[config.mk]
export PLATFORM = sky130hd
export DESIGN_NAME = decode_top
export DESIGN_NICKNAME = d
export VERILOG_FILES = /design/src/logic/rv_decode_pkg.sv /design/src/logic/fetch_skid.sv /design/src/logic/dual_decode.sv /design/src/logic/dispatch_queue.sv /design/src/logic/decode_top.sv
export SDC_FILE = /design/constraint.sdc
export NUM_CORES = 1
export LEC_CHECK = 0
export ABC_AREA = 1
export BUFFER_PORTS_ARGS = -buffer_cell sky130_fd_sc_hd__buf_2
export CAP_MARGIN = 30
export CORE_MARGIN = 10
export CORE_UTILIZATION = 52
export DETAILED_ROUTE_END_ITERATION = 10
export GPL_TIMING_DRIVEN = 1
export MAX_ROUTING_LAYER = met4
export PLACE_DENSITY = 0.7
export SLEW_MARGIN = 20
export SYNTH_ARGS = -nofsm -noshare
export SYNTH_HDL_FRONTEND = slang
export SYNTH_SLANG_ARGS = --single-unit
[constraint.sdc]
create_clock -name clk -period 20.7 [get_ports clk]
set_input_delay 4.14 -clock clk [delete_from_list [all_inputs] [get_ports clk]]
set_output_delay 4.14 -clock clk [all_outputs]
set_load 0.02 [all_outputs]
[src/logic/rv_decode_pkg.sv]
package rv_decode_pkg;

    // ------------------------------------------------------------------------
    // Widths and value types
    // ------------------------------------------------------------------------
    typedef logic [31:0] addr_t;      // Instruction address
    typedef logic [31:0] inst_t;      // Raw instruction word
    typedef logic [31:0] data_t;      // Immediate or data value
    typedef logic [4:0]  reg_idx_t;   // Architectural register index
    typedef logic [2:0]  uop_t;       // Functional unit micro-op

    // RV32IM major opcodes
    localparam logic [6:0] opc_lui       = 7'b0110111;
    localparam logic [6:0] opc_auipc     = 7'b0010111;
    localparam logic [6:0] opc_jal       = 7'b1101111;
    localparam logic [6:0] opc_jalr      = 7'b1100111;
    localparam logic [6:0] opc_branch    = 7'b1100011;
    localparam logic [6:0] opc_load      = 7'b0000011;
    localparam logic [6:0] opc_store     = 7'b0100011;
    localparam logic [6:0] opc_ari_itype = 7'b0010011;
    localparam logic [6:0] opc_ari_rtype = 7'b0110011;

    localparam logic [6:0] fnc7_muldiv = 7'b0000001;   // M extension marker
    localparam uop_t       fnc_add_sub = 3'b000;       // Default micro-op

    // Dispatch queue sizing
    localparam int queue_depth    = 4;
    localparam int queue_ptr_bits = $clog2(queue_depth);

    typedef logic [queue_ptr_bits-1:0] qptr_t;
    typedef logic [queue_ptr_bits:0]   qcnt_t;   // One extra bit to hold a full count

    // ------------------------------------------------------------------------
    // Stream payloads
    // ------------------------------------------------------------------------
    typedef struct packed {
        addr_t pc0;
        inst_t inst0;
        addr_t pc1;
        inst_t inst1;
    } fetch_pair_t;

    typedef struct packed {
        addr_t    pc;
        inst_t    inst;
        reg_idx_t rd;
        reg_idx_t rs1;
        reg_idx_t rs2;
        data_t    imm;
        logic     val;
        // Class flags
        logic     has_rd;
        logic     is_muldiv;
        logic     is_branch;
        logic     is_jump;
        logic     is_load;
        logic     is_store;
        logic     a_sel;      // 0 rs1, 1 PC
        logic     b_sel;      // 0 rs2, 1 immediate
        uop_t     uop;
        uop_t     uop_br;
    } decoded_inst_t;

    typedef struct packed {
        decoded_inst_t lane0;
        decoded_inst_t lane1;
    } decoded_pair_t;

endpackage

[src/logic/fetch_skid.sv]
`timescale 1ns/1ps

module fetch_skid (
    input  logic                      clk,
    input  logic                      rst_n,
    input  logic                      flush,
    // From fetch
    input  logic                      in_valid,
    output logic                      in_ready,
    input  rv_decode_pkg::fetch_pair_t in_pair,
    // Toward decode
    output logic                      skid_valid,
    input  logic                      skid_ready,
    output rv_decode_pkg::fetch_pair_t skid_pair
);

    logic                       main_valid;
    logic                       spill_valid;
    rv_decode_pkg::fetch_pair_t main_pair;
    rv_decode_pkg::fetch_pair_t spill_pair;
    logic                       in_fire;
    logic                       main_free;

    // Ready comes straight from state, never from downstream ready
    assign in_ready   = !spill_valid;
    assign in_fire    = in_valid && in_ready;
    assign main_free  = !main_valid || skid_ready;   // Main slot empties this cycle

    assign skid_valid = main_valid;
    assign skid_pair  = main_pair;

    // ------------------------------------------------------------------------
    // Valid bits
    // ------------------------------------------------------------------------
    always_ff @(posedge clk or negedge rst_n) begin
        if (!rst_n) begin
            main_valid  <= 1'b0;
            spill_valid <= 1'b0;
        end else if (flush) begin
            main_valid  <= 1'b0;   // Same-edge input is dropped too
            spill_valid <= 1'b0;
        end else if (main_free) begin
            // Spill drains first so order holds
            main_valid  <= spill_valid || in_fire;
            spill_valid <= 1'b0;
        end else if (in_fire) begin
            spill_valid <= 1'b1;   // Main stalled, park the new pair
        end
    end

    // Payload
    always_ff @(posedge clk) begin
        if (main_free) begin
            main_pair <= spill_valid ? spill_pair : in_pair;
        end else if (in_fire) begin
            spill_pair <= in_pair;
        end
    end

endmodule

[src/logic/dual_decode.sv]
`timescale 1ns/1ps

module dual_decode (
    input  logic                         clk,
    input  logic                         rst_n,
    input  logic                         flush,
    // From skid buffer
    input  logic                         skid_valid,
    output logic                         skid_ready,
    input  rv_decode_pkg::fetch_pair_t    skid_pair,
    // Toward dispatch queue
    output logic                         dec_valid,
    input  logic                         dec_ready,
    output rv_decode_pkg::decoded_pair_t  dec_pair
);

    // ------------------------------------------------------------------------
    // Immediate generation
    // ------------------------------------------------------------------------
    function automatic rv_decode_pkg::data_t gen_imm(input rv_decode_pkg::inst_t inst);
        case (inst[6:0])
            rv_decode_pkg::opc_ari_itype,
            rv_decode_pkg::opc_load,
            rv_decode_pkg::opc_jalr:
                return {{20{inst[31]}}, inst[31:20]};                              // I
            rv_decode_pkg::opc_store:
                return {{20{inst[31]}}, inst[31:25], inst[11:7]};                  // S
            rv_decode_pkg::opc_branch:
                return {{20{inst[31]}}, inst[7], inst[30:25], inst[11:8], 1'b0};   // B
            rv_decode_pkg::opc_lui,
            rv_decode_pkg::opc_auipc:
                return {inst[31:12], 12'b0};                                       // U
            rv_decode_pkg::opc_jal:
                return {{12{inst[31]}}, inst[19:12], inst[20], inst[30:21], 1'b0}; // J
            default:
                return '0;
        endcase
    endfunction

    // Full record for one lane, val left clear
    function automatic rv_decode_pkg::decoded_inst_t decode_inst(
        input rv_decode_pkg::addr_t pc,
        input rv_decode_pkg::inst_t inst
    );
        rv_decode_pkg::decoded_inst_t d;
        logic [6:0] opcode;
        logic [2:0] funct3;
        logic [6:0] funct7;

        opcode = inst[6:0];
        funct3 = inst[14:12];
        funct7 = inst[31:25];

        d      = '0;
        d.pc   = pc;
        d.inst = inst;
        d.rd   = inst[11:7];
        d.rs1  = inst[19:15];
        d.rs2  = inst[24:20];
        d.imm  = gen_imm(inst);
        d.uop  = rv_decode_pkg::fnc_add_sub;
        d.b_sel = 1'b1;   // Immediate unless R-type

        case (opcode)
            rv_decode_pkg::opc_lui: d.has_rd = 1'b1;
            rv_decode_pkg::opc_auipc: begin
                d.has_rd = 1'b1;
                d.a_sel  = 1'b1;
            end
            rv_decode_pkg::opc_jal: begin
                d.has_rd  = 1'b1;
                d.is_jump = 1'b1;
                d.a_sel   = 1'b1;
            end
            rv_decode_pkg::opc_jalr: begin
                d.has_rd  = 1'b1;
                d.is_jump = 1'b1;
            end
            rv_decode_pkg::opc_branch: begin
                d.is_branch = 1'b1;
                d.a_sel     = 1'b1;   // Target is PC relative
                d.uop_br    = funct3;
            end
            rv_decode_pkg::opc_load: begin
                d.has_rd  = 1'b1;
                d.is_load = 1'b1;
                d.uop     = funct3;   // Access size
            end
            rv_decode_pkg::opc_store: begin
                d.is_store = 1'b1;
                d.uop      = funct3;
            end
            rv_decode_pkg::opc_ari_itype: begin
                d.has_rd = 1'b1;
                d.uop    = funct3;
            end
            rv_decode_pkg::opc_ari_rtype: begin
                d.has_rd    = 1'b1;
                d.is_muldiv = (funct7 == rv_decode_pkg::fnc7_muldiv);
                d.b_sel     = 1'b0;
                d.uop       = funct3;
            end
            default: ;   // Unknown opcodes keep the default record
        endcase
        return d;
    endfunction

    // ------------------------------------------------------------------------
    // Pipeline register
    // ------------------------------------------------------------------------
    rv_decode_pkg::decoded_pair_t dec_next;
    rv_decode_pkg::decoded_pair_t dec_q;

    always_comb begin
        dec_next = '0;   // Bubble when nothing arrives
        if (skid_valid) begin
            dec_next.lane0     = decode_inst(skid_pair.pc0, skid_pair.inst0);
            dec_next.lane1     = decode_inst(skid_pair.pc1, skid_pair.inst1);
            dec_next.lane0.val = 1'b1;
            dec_next.lane1.val = 1'b1;
        end
    end

    assign skid_ready = !dec_valid || dec_ready;

    always_ff @(posedge clk or negedge rst_n) begin
        if (!rst_n) begin
            dec_q <= '0;
        end else if (flush) begin
            dec_q <= '0;
        end else if (skid_ready) begin
            dec_q <= dec_next;
        end
    end

    assign dec_valid = dec_q.lane0.val;   // Both lanes always travel together
    assign dec_pair  = dec_q;

endmodule

[src/logic/dispatch_queue.sv]
`timescale 1ns/1ps

module dispatch_queue (
    input  logic                         clk,
    input  logic                         rst_n,
    input  logic                         flush,
    // From decode
    input  logic                         dec_valid,
    output logic                         dec_ready,
    input  rv_decode_pkg::decoded_pair_t  dec_pair,
    // Toward dispatch
    output logic                         out_valid,
    input  logic                         out_ready,
    output rv_decode_pkg::decoded_pair_t  out_pair
);

    rv_decode_pkg::decoded_pair_t mem [rv_decode_pkg::queue_depth];

    rv_decode_pkg::qptr_t wr_ptr;
    rv_decode_pkg::qptr_t rd_ptr;
    rv_decode_pkg::qcnt_t count;
    logic                 wr_en;
    logic                 rd_en;

    // Status from the count register only
    assign dec_ready = count < rv_decode_pkg::qcnt_t'(rv_decode_pkg::queue_depth);
    assign out_valid = count != '0;
    assign out_pair  = mem[rd_ptr];

    assign wr_en = dec_valid && dec_ready;
    assign rd_en = out_valid && out_ready;

    // ------------------------------------------------------------------------
    // Pointers and occupancy
    // ------------------------------------------------------------------------
    always_ff @(posedge clk or negedge rst_n) begin
        if (!rst_n) begin
            wr_ptr <= '0;
            rd_ptr <= '0;
            count  <= '0;
        end else if (flush) begin
            wr_ptr <= '0;
            rd_ptr <= '0;
            count  <= '0;
        end else begin
            if (wr_en) begin
                wr_ptr <= wr_ptr + rv_decode_pkg::qptr_t'(1);   // Wraps at depth
            end
            if (rd_en) begin
                rd_ptr <= rd_ptr + rv_decode_pkg::qptr_t'(1);
            end
            case ({wr_en, rd_en})
                2'b10:   count <= count + rv_decode_pkg::qcnt_t'(1);
                2'b01:   count <= count - rv_decode_pkg::qcnt_t'(1);
                default: count <= count;   // Idle or write plus read
            endcase
        end
    end

    // Storage
    always_ff @(posedge clk) begin
        if (wr_en) begin
            mem[wr_ptr] <= dec_pair;
        end
    end

endmodule

[src/logic/decode_top.sv]
`timescale 1ns/1ps

module decode_top (
    input  logic                         clk,
    input  logic                         rst_n,
    input  logic                         flush,
    // Fetch side
    input  logic                         in_valid,
    output logic                         in_ready,
    input  rv_decode_pkg::fetch_pair_t    in_pair,
    // Dispatch side
    output logic                         out_valid,
    input  logic                         out_ready,
    output rv_decode_pkg::decoded_pair_t  out_pair
);

    // ------------------------------------------------------------------------
    // Inter-stage streams
    // ------------------------------------------------------------------------
    logic                         skid_valid;
    logic                         skid_ready;
    rv_decode_pkg::fetch_pair_t   skid_pair;
    logic                         dec_valid;
    logic                         dec_ready;
    rv_decode_pkg::decoded_pair_t dec_pair;

    fetch_skid skid_i (
        .clk        (clk),
        .rst_n      (rst_n),
        .flush      (flush),
        .in_valid   (in_valid),
        .in_ready   (in_ready),
        .in_pair    (in_pair),
        .skid_valid (skid_valid),
        .skid_ready (skid_ready),
        .skid_pair  (skid_pair)
    );

    dual_decode decode_i (
        .clk        (clk),
        .rst_n      (rst_n),
        .flush      (flush),
        .skid_valid (skid_valid),
        .skid_ready (skid_ready),
        .skid_pair  (skid_pair),
        .dec_valid  (dec_valid),
        .dec_ready  (dec_ready),
        .dec_pair   (dec_pair)
    );

    // Output FIFO toward dispatch
    dispatch_queue queue_i (
        .clk       (clk),
        .rst_n     (rst_n),
        .flush     (flush),
        .dec_valid (dec_valid),
        .dec_ready (dec_ready),
        .dec_pair  (dec_pair),
        .out_valid (out_valid),
        .out_ready (out_ready),
        .out_pair  (out_pair)
    );

endmodule

Word level (Yosys, flattened, before mapping)
Memory sizes are Yosys's and may differ from the RTL's.
Index checks and enable logic that the tools add are counted.

storage, ports and cells
  bits in writable memories = 1,008
  output and inout bits = 254
  logic and storage cells = 144
  memories = 1
  input port bits = 133
  flip-flop bits (word level) = 517
  bits in read-only memories = 0
  bits in latches = 0

cells by class
  shift-type cells = 0
  multiply operators = 0
  equality and inequality tests = 22
  bitwise gates (word level) = 1
  div/mod/pow operators = 0
  multiplexer cells = 39
  add/sub/neg operators = 4
  $lt $le $gt $ge = 1
  reductions and logical operators = 29

memories
  name         words  width  rd ports  clocked after memory_dff  write ports  RTL line              RTL
  queue_i.mem  4      252    1         0                         1            dispatch_queue.sv:17  rv_decode_pkg::decoded_pair_t mem [rv_decode_pkg::queue_depth];

operators by type and width
  operator                                           count
  two-way mux 252 bit                                3
  case mux 32 bit (5 select lines)                   2
  two-way mux 128 bit                                1
  == test 7 x 6 -> 1 bit, second input constant      6
  == test 7 bit, second input constant               6
  == test 7 x 5 -> 1 bit, second input constant      4
  two-way mux 1 bit                                  23
  two-way mux 3 bit                                  5
  == test 7 x 1 -> 1 bit, second input constant      2
  == test 7 x 2 -> 1 bit, second input constant      2
  OR reduction 7 bit                                 2
  OR reduction 3 bit                                 4
  nonzero test 3 bit                                 3
  two-way mux 2 bit                                  4
  nonzero test 2 bit                                 4
  OR reduction 2 bit                                 4
  OR reduction 4 bit                                 2
  case mux 3 bit (2 select lines)                    1
  adder 2 x 1 -> 2 bit, second input constant        2
  adder 3 x 1 -> 3 bit, second input constant        1
  logical AND 1 bit                                  3
  zero test 1 bit                                    3
  logical OR 1 bit                                   3
  less-than comparator 3 bit, second input constant  1
  other kinds (5)                                    5

Depth between registers and ports, before layout
  depth in word-level cells = 6
  mapped depth = 10
  mapped depth without buffers = 10

Hierarchy
Synthesis repeated with hierarchy kept, for this count alone.

unflattened totals
  cells, all modules = 4,145
  area, all modules = 56,639.3 um^2

modules (own cells, without submodules)
  module          area each (um^2)  times used  cells each  seq. area each (um^2)
  dispatch_queue  37,920.1          1           2,498       30,444.2
  fetch_skid      9,464.1           1           682         7,737.4
  dual_decode     9,255.1           1           965         5,530.3

Worst setup path after synthesis
Ideal clock, no wire load.

  kind = in2reg
  start point = in in_valid
  end point = reg skid_i.spill_pair[0] (netlist name) (enable)
  slack = 7,112 ps
  required time = 19,928 ps
  data arrival time = 12,817 ps
  path buffers = 0
  library setup time = 772 ps
  cell stages on the path = 2
  path through = inv_1 nor3_1

on the way
  cells in the longest elaborated chain, start to end = 2

RTL lines
  what                                  RTL line          RTL
  start: declaration                    decode_top.sv:8   input logic in_valid,
  logical AND 1 bit                     fetch_skid.sv:26  assign in_fire = in_valid && in_ready;
  AND reduction 2 bit (no source line)  n/a
  end signal: assignment                fetch_skid.sv:56  spill_pair <= in_pair;
  end: declaration                      fetch_skid.sv:20  rv_decode_pkg::fetch_pair_t spill_pair;

No other way between the ends.
A chain may end at the register's enable or synchronous reset.

==> reports/qor.log <==
INFO  logic_synthesis synth.largest_area_cell=edfxtp_1
INFO  grt            global_route_wire_length_before_repair=191mm
INFO  floorplanning  effective_utilization_at_floorplan=52.4%
INFO  floorplanning  core=0.0983mm^2
INFO  detailed_routing met3RoutedLength=10.3mm
INFO  sta            unrepaired_setup_endpoints_after_global_routing=false
INFO  logic_synthesis ys_seq_area_share=77.7%
INFO  sta            report.final.setup_viol=0
INFO  power          pwr-share-comb=8.6%
INFO  final_layout   most_frequent_cells_in_the_layout=edfxtp_1, nand2_1, o21ai_0, nor2_1, buf_2
INFO  power          power.leakage=24.2nW
INFO  detailed_routing number_of_detailed_routing_iterations_run_before_antenna_repair=5
INFO  power          share_seq_of_total_power=49.8%
INFO  grt            grt_overflow=0
INFO  grt            first_global_vias=30400
INFO  placement      buffer_ports.inserted=386
INFO  final_layout   areaGrowthSynthToFinish=15.2%
INFO  logic_synthesis postSynthCellCount=3832
INFO  detailed_routing drcViolationCount=0
INFO  detailed_routing total_vias_in_the_final_route=31700
INFO  clocking       cts_tree=yes
INFO  sta            timing.clock.skew=0.0263ns
INFO  worst_setup_path worst-r2r-setup-slack=17.22ns
INFO  floorplanning  die_x=335um
INFO  flow_run       cap_violations=0
INFO  power          p_sw=1.45mW
INFO  floorplanning  die_area=0.112mm^2
INFO  worst_setup_path crit_path_max_fanout=88
INFO  final_layout   drive_gt1_share=16.6%
INFO  final_layout   final_core_utilization=60.3%
INFO  logic_synthesis postSynthNetCount=3970
INFO  grt            antenna_violations_before_repair=7
INFO  detailed_routing wire_per_inst=22.8um
INFO  detailed_routing drtAntennaViolNets=0
INFO  clocking       clk-insertion-delay-late=0.75ns
INFO  grt            maximum_number_of_pins_on_one_net_before_global_route_repair=175
INFO  clocking       ctsLongestPathBuffers=3
INFO  sta            achievable-frequency=122MHz
INFO  sta            timing_worst_slew_pin_value=1.31ns
INFO  sta            final.setup.tns=0ns
INFO  detailed_routing wirelength_met1=52.6mm
INFO  sta            hold_violations=0
INFO  worst_setup_path worst_setup_path_end_kind=output port
INFO  worst_setup_path critical_path_source=queue_i.rd_ptr[0]
INFO  logic_synthesis synth.distinct_cells=35
INFO  final_layout   nets=4291
INFO  worst_setup_path critical_path.reg2reg.startpoint=decode_i.dec_valid
INFO  power          internal_power=4.66mW
INFO  sta            finalWorstSetupSlack=12.48ns
INFO  logic_synthesis synth_area_leaders=edfxtp_1, dfrtp_1, nand2_1
INFO  clocking       cts_root_buffer=clkbuf_16
INFO  worst_setup_path worst-r2r-cell-count=6
INFO  floorplanning  die_height=335um
INFO  worst_setup_path setup.worst_path.class=flip-flop to output port
INFO  logic_synthesis synth-warning-count=0
INFO  sta            timing.slew.headroom=12.7%
INFO  run_status     run_status=completed
INFO  detailed_routing avgViaCountPerCell=5.69
INFO  power          ir_drop=0.0000769V
INFO  sta            finalCriticalPeriod=8.22ns
INFO  worst_setup_path critPathArrivalTime=4.08ns
INFO  final_layout   fillerInstances=7437
INFO  sta            layout_worst_path_cycle_share=39.7%
INFO  worst_setup_path timing.critical_path.required=16.56ns
INFO  clocking       postCtsSetupRepairBufs=0
INFO  sta            final-max-slew-violation-count=0
INFO  worst_setup_path critical_path.reg2reg.endpoint=queue_i.mem[2][188]
INFO  worst_setup_path worst_setup_path_endpoint=out_pair[64]
INFO  logic_synthesis ys_ff_latch=1370
INFO  clocking       cts-buffers-inserted=139
INFO  power          powerDensity=103mW/mm^2
INFO  final_layout   leading_cell_type_in_the_layout_fill_and_taps_excluded=edfxtp_1
INFO  clocking       clk_transition_reported_paths=0.06ns
INFO  power          p_sw_share=23.7%
INFO  placement      preCtsSetupSlack=12.67ns
INFO  min_path       kind_of_path_behind_the_tightest_hold_check=flip-flop to flip-flop
INFO  clocking       count_of_hold_buffers_inserted_by_post_cts_repair=0
INFO  detailed_routing wl=127mm
INFO  floorplanning  core.rowCount=115
INFO  detailed_routing highest-signal-layer=met4
INFO  floorplanning  total_i_o_pin_count=387
INFO  clocking       cts_resized=0
INFO  detailed_routing met2_wirelength=60.6mm
INFO  power          clock_power_share=41.6%
INFO  clocking       htree_num_levels=4
INFO  worst_setup_path cp-start-kind=flip-flop
INFO  detailed_routing dr.first_iter.drc_count=3210
INFO  logic_synthesis synth_top_cell_area_share=66.5%
INFO  placement      gp_routability_congestion=0.902
INFO  placement      dp_hpwl=75.4mm
INFO  logic_synthesis mappedNetlistArea=0.0515mm^2
INFO  grt            grt.total_usage=23.0%
INFO  power          fin_total_pwr=6.11mW
INFO  logic_synthesis synth_area_per_cell=13.4um^2
INFO  clocking       clock-sinks=1370
critical path, stage by stage (launching register included):
cell and delay (ns):
dfrtp_4 0.72, inv_8 0.35, buf_4 0.71, buf_4 0.80, o21ai_0 0.17, o22ai_1 0.25, buf_2 0.25
synth_stat cells, drive strengths merged:
cell and instances:
a211oi 1, a21oi 7, a22o 92, a31o 1, a31oi 1, a32o 1, buf 119, clkbuf 137
clkinv 1, dfrtp 230, edfxtp 1140, fa 1, ha 4, inv 62, nand2 742, nand3 67
nand3b 1, nand4 7, nor2 479, nor3 3, o21ai 513, o22ai 221, o31ai 2
metrics by stage:
| step | cell area, um^2 | hold WS (ns) | cells |
|---|---|---|---|
| floorplan | 51500 | 0.443 | 3832 |
| global placement | 54200 | 0.444 | 5285 |
| detailed placement | 54300 | 0.448 | 5291 |
| CTS | 59100 | 0.461 | 5551 |
| global route | 59300 | 0.469 | 5562 |
| finish | 59300 | 0.459 | 5562 |
routing by layer:
| metal | up-vias | track usage [%] |
|---|---|---|
| met5 | - | - |
| met4 | 0 | 7.52 |
| met3 | 205 | 4.30 |
| met2 | 1348 | 35.4 |
| met1 | 15700 | 30.8 |
| li1 | 14500 | - |
registers in the layout (all words and copies together), names as in the netlist, 2 cells and up:
name / flops
decode_i.dec_pair: 220
queue_i.count: 3
queue_i.mem: 884
queue_i.rd_ptr: 2
queue_i.wr_ptr: 2
skid_i.skid_pair: 128
skid_i.spill_pair: 128
layout make-up:
class	count	area [um^2]	area share, %
Timing Repair Buffer	436	2610	4.40
Multi-Input combinational cell	2143	10100	17.0
Clock buffer	201	4030	6.79
Clock inverter	59	709	1.20
Tap cell	1287	1610	2.72
Sequential cell	1370	40000	67.5
Inverter	63	254	0.429
Antenna cell	3	7.51	0.0127
logic make-up (layout without fill, tap and decap cells):
| kind of cell | Yosys count | in the layout | synth area share, % |
|---|---|---|---|
| compound gates | 839 | 839 | 9.41 |
| fa+ha+maj | 5 | 5 | 0.136 |
| simple gates | 1299 | 1299 | 9.89 |
| flops | 1370 | 1370 | 77.7 |
| other cells | 0 | 3 | 0 |
| buf+inv | 319 | 759 | 2.85 |
worst min-delay path by stage:
stage          depth (start not counted)            startpoint                     end
4_1_cts                                1  skid_i.skid_pair[50]  decode_i.dec_pair[112]
3_3_place_gp                           1  skid_i.skid_pair[58]  decode_i.dec_pair[120]
5_1_grt                                1  skid_i.skid_pair[61]  decode_i.dec_pair[123]
6_report                               1  skid_i.skid_pair[54]  decode_i.dec_pair[116]
3_5_place_dp                           1  skid_i.skid_pair[50]  decode_i.dec_pair[112]
2_1_floorplan                          1  skid_i.skid_pair[63]  decode_i.dec_pair[125]
power groups by stage:
stage	Combinational, mW	Clock [mW]	Sequential [mW]
final	0.526	2.54	3.04
after global routing	0.570	2.70	3.04
after CTS	0.527	2.58	3.04
after detailed placement	0.526	0	3.10
after global placement	0.515	0	3.10
after floorplan	0.328	0	3.09
Power figures use the tool's default switching activity.
